===== src/rtl/itim_pkg.sv =====
`default_nettype none

package itim_pkg;

  // ==============================
  // Geometry
  // ==============================
  localparam int addr_width = 32;
  localparam int data_width = 32;
  localparam int bank_count = 2;
  localparam int set_count = 64;
  localparam int bank_bits = $clog2(bank_count);
  localparam int set_bits = $clog2(set_count);
  localparam int tag_bits = addr_width - 2 - bank_bits - set_bits;

  // Address fields above the word offset
  localparam int bank_lsb = 2;
  localparam int set_lsb = bank_lsb + bank_bits;
  localparam int tag_lsb = set_lsb + set_bits;

  // Window is wider than storage
  localparam logic [addr_width-1:0] itim_base_addr = 32'h0000_1000;
  localparam logic [addr_width-1:0] itim_top_addr = 32'h0000_2000;

  // ==============================
  // Types
  // ==============================
  typedef struct packed {
    logic lock;
    logic [tag_bits-1:0] tag;
    logic [data_width-1:0] data;
  } line_type;

  typedef enum logic [1:0] {
    outcome_hit,
    outcome_fill,
    outcome_bypass
  } outcome_type;

  typedef enum logic [1:0] {
    st_lookup,
    st_fill,
    st_bypass,
    st_flush
  } state_type;

endpackage

`default_nettype wire


===== src/rtl/itim_flush.sv =====
`default_nettype none

module itim_flush import itim_pkg::*; (
  input logic clock,
  input logic reset,
  input logic start,
  output logic [set_bits-1:0] index,
  output logic last
);

  logic running;

  always_ff @(posedge clock) begin
    if (!reset) begin
      running <= 1'b0;
      index <= '0;
    end else if (start) begin
      running <= 1'b1;
      index <= '0;
    end else if (running) begin
      if (last) begin
        running <= 1'b0;
      end else begin
        index <= index + 1'b1;
      end
    end
  end

  // Counter holds on the final index
  assign last = running && (index == set_bits'(set_count - 1));

endmodule

`default_nettype wire


===== config.mk =====
export PLATFORM = sky130hd
export DESIGN_NAME = itim_flush
export DESIGN_NICKNAME = d
export VERILOG_FILES = /design/src/rtl/itim_pkg.sv /design/src/rtl/itim_flush.sv
export SDC_FILE = /design/constraint.sdc
export NUM_CORES = 1
export LEC_CHECK = 0
export BUFFER_PORTS_ARGS = -buffer_cell sky130_fd_sc_hd__buf_2
export CORE_AREA = 8 8 45 47
export CTS_CLUSTER_DIAMETER = 40
export CTS_CLUSTER_SIZE = 14
export DETAILED_ROUTE_END_ITERATION = 7
export DIE_AREA = 0 0 53 55
export GPL_TIMING_DRIVEN = 1
export PLACE_DENSITY_LB_ADDON = 0.2
export SYNTH_ARGS = -nofsm -noshare
export SYNTH_HDL_FRONTEND = slang
export SYNTH_SLANG_ARGS = --single-unit

===== constraint.sdc =====
create_clock -name clock -period 1.78 [get_ports clock]
set_clock_uncertainty 0.1 [all_clocks]
set_input_delay 0.534 -clock clock [delete_from_list [all_inputs] [get_ports clock]]
set_output_delay 0.534 -clock clock [all_outputs]
set_load 0.005 [all_outputs]

======== Word-level counts from Yosys, hierarchy flattened ========
Index checks and enable logic that the tools add are counted.
operators by class
  $add $sub $neg .......................... 1
  reduce and logical (&&, ||, !) cells .... 3
  equal/unequal tests ..................... 1
  muxes and demuxes ....................... 3
  bitwise logic cells ..................... 2
operators with widths
  operator                                      count
  adder 6 x 1 -> 6 bit (second input constant)  1
  equality test 6 bit (second input constant)   1
  2-to-1 mux 1 bit                              3
  NOT 1 bit                                     2
  AND reduction 2 bit                           1
  OR reduction 2 bit                            1
  logical AND 1 bit                             1
storage, ports and cells
  bits of input ports ..................... 3
  register bits ........................... 7
  word-level logic and storage cells ...... 12
  output and inout bits ................... 7

======== Depth between registers and ports, before layout ========
  depth after elaboration ................. 5
  gate-level depth with buffers ........... 4
  depth with buffers taken out ............ 4

======== Worst setup path after synthesis ========
Ideal clock, no wire load.
  path kind ............................... register -> output
  start point ............................. register index[2]
  end point ............................... output port last
  path slack .............................. 269 ps
  stages on the path, launching flop included .. 4
  path buffers ............................ 0
  required time ........................... 1146 ps
  arrival ................................. 877 ps
  cell sequence ........................... dfxtp_1 -> and3_4 -> nand3_1 -> nor2_1
between the ends
  longest elaborated chain between the ends .. 2
RTL lines
  element                   line              RTL
  start: declaration        itim_flush.sv:7   output logic [set_bits-1:0] index,
  start signal: assignment  itim_flush.sv:24  index <= index + 1'b1;
  equality test 6 bit       itim_flush.sv:30  assign last = running && (index == set_bits'(set_count - 1));
  logical AND 1 bit         itim_flush.sv:30
  end: declaration          itim_flush.sv:8   output logic last
Every way passes these cells.

======== Worst setup path after layout ========
Ends and elaborated chain as after synthesis.

==> impl_results.md <==
- Slowest CP cell: dfxtp_2
- Row count: 14
- Mapped Cells: 35
- Reg area: 146.4 um2
- Footprint of the multi-input gates: 212.7 um2
- Die Footprint: 2915 um2
- Via/cell ratio: 4.746
- CP arrival: 1.06 ns
- # port buffers: 9
- Sequential area share after synthesis: 0.4088
- #FFs+latches synth: 7
- Final std cell area, no fill: 510.5 um2
- Worst reg2reg path depth: 5
- Vias in the first global route: 353
- First-pass GRT wire length: 1428 um
- Detail Route met3 WL: 56 um
- VDD IR max: 0.2866 mV
- Root buf cell: clkbuf_4
- Setup tns final: 0 ns
- Post-Syn Nets: 39
- Hold Crit Depth: 2
- Count of final max-slew check failures: 0
- Layout cells sized above 1: 0.5636
- Syn Area/Cell: 9.795 um2
- Yosys top cell area share: 0.4088
- Routed Antenna Nets: 0
- CTS buffer count: 3
- Area after DPL: 445.4 um2
- Maxcap violations: 0
- Most frequent cell after synthesis: dfxtp_1
- M1 wire length: 373 um
- Fmax: 0.5907 GHz
- Worst Setup Start Kind: register
- Initial core utilization: 0.2477
- Worst path required time: 1.15 ns
- CTS Hold Bufs: 0
- Met2 WL: 406 um
- Finish-stage setup viols: 0
- CTS tree: done
- Async SR Flop Fraction: 0
- Clock-pin transition on the worst setup and hold timing paths: 0.05 ns
- RePlAce Congestion: 0.7093
- Clock Path Buffers: 2
- Most frequent cells after synthesis: 7 x dfxtp_1, 3 x a31oi_1, 3 x nand2_1
- H-tree depth: 1
- Number of synthesized flops with an enable pin: 0
- Synth top area cells: dfxtp_1 41%, a31oi_4 6.2%, mux2i_1 5.8%, a31oi_1 5.5%, a311oi_1 5.1%
- Power Density: 633.0 nW/um2
- Worst-margin pin slew: 0.3752 ns
- Worst setup path category: reg2out
- Ant. Diodes: 0
- DR vias: 337
- Yosys cell types: 20
- Synth Warn #: 0
- CP Cell Sequence: and3_4, nand3_2, nor2_1, buf_2
- Die width: 53 um
- Critical-path maximum fanout: 3
- Synth area leader: dfxtp_1
- Fin crit share: 0.9511
- Grt ovf: 0
- Pre-Repair DR Iteration Count: 4
- CTS sink count: 7
- Final wirelength: 836 um
- CP Capture Type: primary output
- RSZ-0062 raised after global routing: no
- Fillers: 150
- Die height: 55 um
- Synth Cell Area: 342.8 um2
- Antenna violations before repair: 0
- Largest net degree at the start of global routing: 7
- Max_slew headroom: 0.7494
- HPWL after DPL: 648.5 um
- Worst min path class: reg2reg
- DR top layer: met3
- Leak: 0.2220 nW
- Final hold vios: 0
- Status: finished clean
- Skew-Pair Late Insertion Delay: 0.24 ns
- Worst path max stage delay: 0.32 ns
- Core area: 1384 um2
- GRT Total Usage: 0.06678
- Boundary Pins: 10
- # nets final: 60
- Post-detailed-route wirelength per cell: 11.77 um
- Crit path time final: 1.693 ns
- Area growth syn-to-layout: 48.91%
- Main synth FF type: dfxtp_1
- DRC: 0
- Iter 0 DRT Violations: 1
## metrics by stage
step | worst slack, ns | cells | power (mW) | util | hold WS [ns]
after floorplan | 0.2692 | 35 | 0.1780 | - | 0.3763
after global placement | 0.2449 | 65 | 0.1877 | 0.3219 | 0.3986
after detailed placement | 0.2332 | 65 | 0.1874 | 0.3219 | 0.3935
after CTS | 0.006087 | 69 | 0.3295 | 0.3472 | 0.3808
after global routing | 0.001096 | 71 | 0.3480 | 0.3689 | 0.4149
final | 0.08699 | 71 | 0.3232 | 0.3689 | 0.3917
## cells in the final DEF, fill, tap and decap left out, drive strengths merged
cell type,Yosys,routed
ha,1,1
o21a,1,1
clkbuf,0,4
nand2,3,3
buf,0,16
a21oi,2,2
mux2i,2,2
nand3,1,1
inv,2,2
nor2b,1,1
nand2b,2,2
and3,2,2
and2,1,1
and4,1,1
o21ai,2,2
a31oi,4,4
a311oi,2,2
nor2,1,1
dfxtp,7,7
## layer usage
metal / vias up / global-route usage
met1: 160 / 0.08092
li1: 171 / -
met2: 6 / 0.09180
met3: 0 / 0.02674
met5: - / 0
met4: 0 / 0.05172
## cell type report
class | count | share of cell area
Tap cell | 16 | 0.03922
Multi-Input combinational cell | 26 | 0.4167
Sequential cell | 7 | 0.2868
Inverter | 2 | 0.01471
Clock buffer | 4 | 0.05147
Timing Repair Buffer | 16 | 0.1912
## worst paths after layout
check,startpoint,end,slack (ns)
min reg2reg,index[1],index[1],0.39
min,index[1],index[1],0.39
max,index[2],last,0.09
max reg2reg,index[1],index[4],0.44
## flip-flops by register name (all words and copies together) (netlist names)
signal and count:
running 1, index 6
## worst max-delay path, delay by kind of cell (launching register included)
family,cells,cell delay [ns]
and+or+nand+nor,3,0.39
DFF,1,0.32
buffers and inverters,1,0.11
## timing repair
action | 4_1_cts | 5_1_grt
buffers inserted | 0 | 2
setup endpoints to repair | 1 | 1
resized for setup | 3 | 5
hold endpoints to repair | 0 | 0
pin swaps | 0 | 1
## where the power goes
part	internal [mW]	total, mW	switching (mW)	leakage (nW)
sequential	0.160	0.163	0.00306	0.0593
clock	0.0852	0.138	0.0526	0.0150
combinational	0.0110	0.0221	0.0111	0.148
total	0.256	0.323	0.0668	0.222
## kinds of logic (layout without fill, tap and decap cells)
family,count (synthesis),in the layout,synth area share
compound gates,11,11,0.2591
fa+ha+maj,1,1,0.03649
buf+inv,2,22,0.02191
flops,7,7,0.4087
mux,2,2,0.05840
simple gates,12,12,0.2153
No activity file was read; power rests on OpenSTA's default activity.
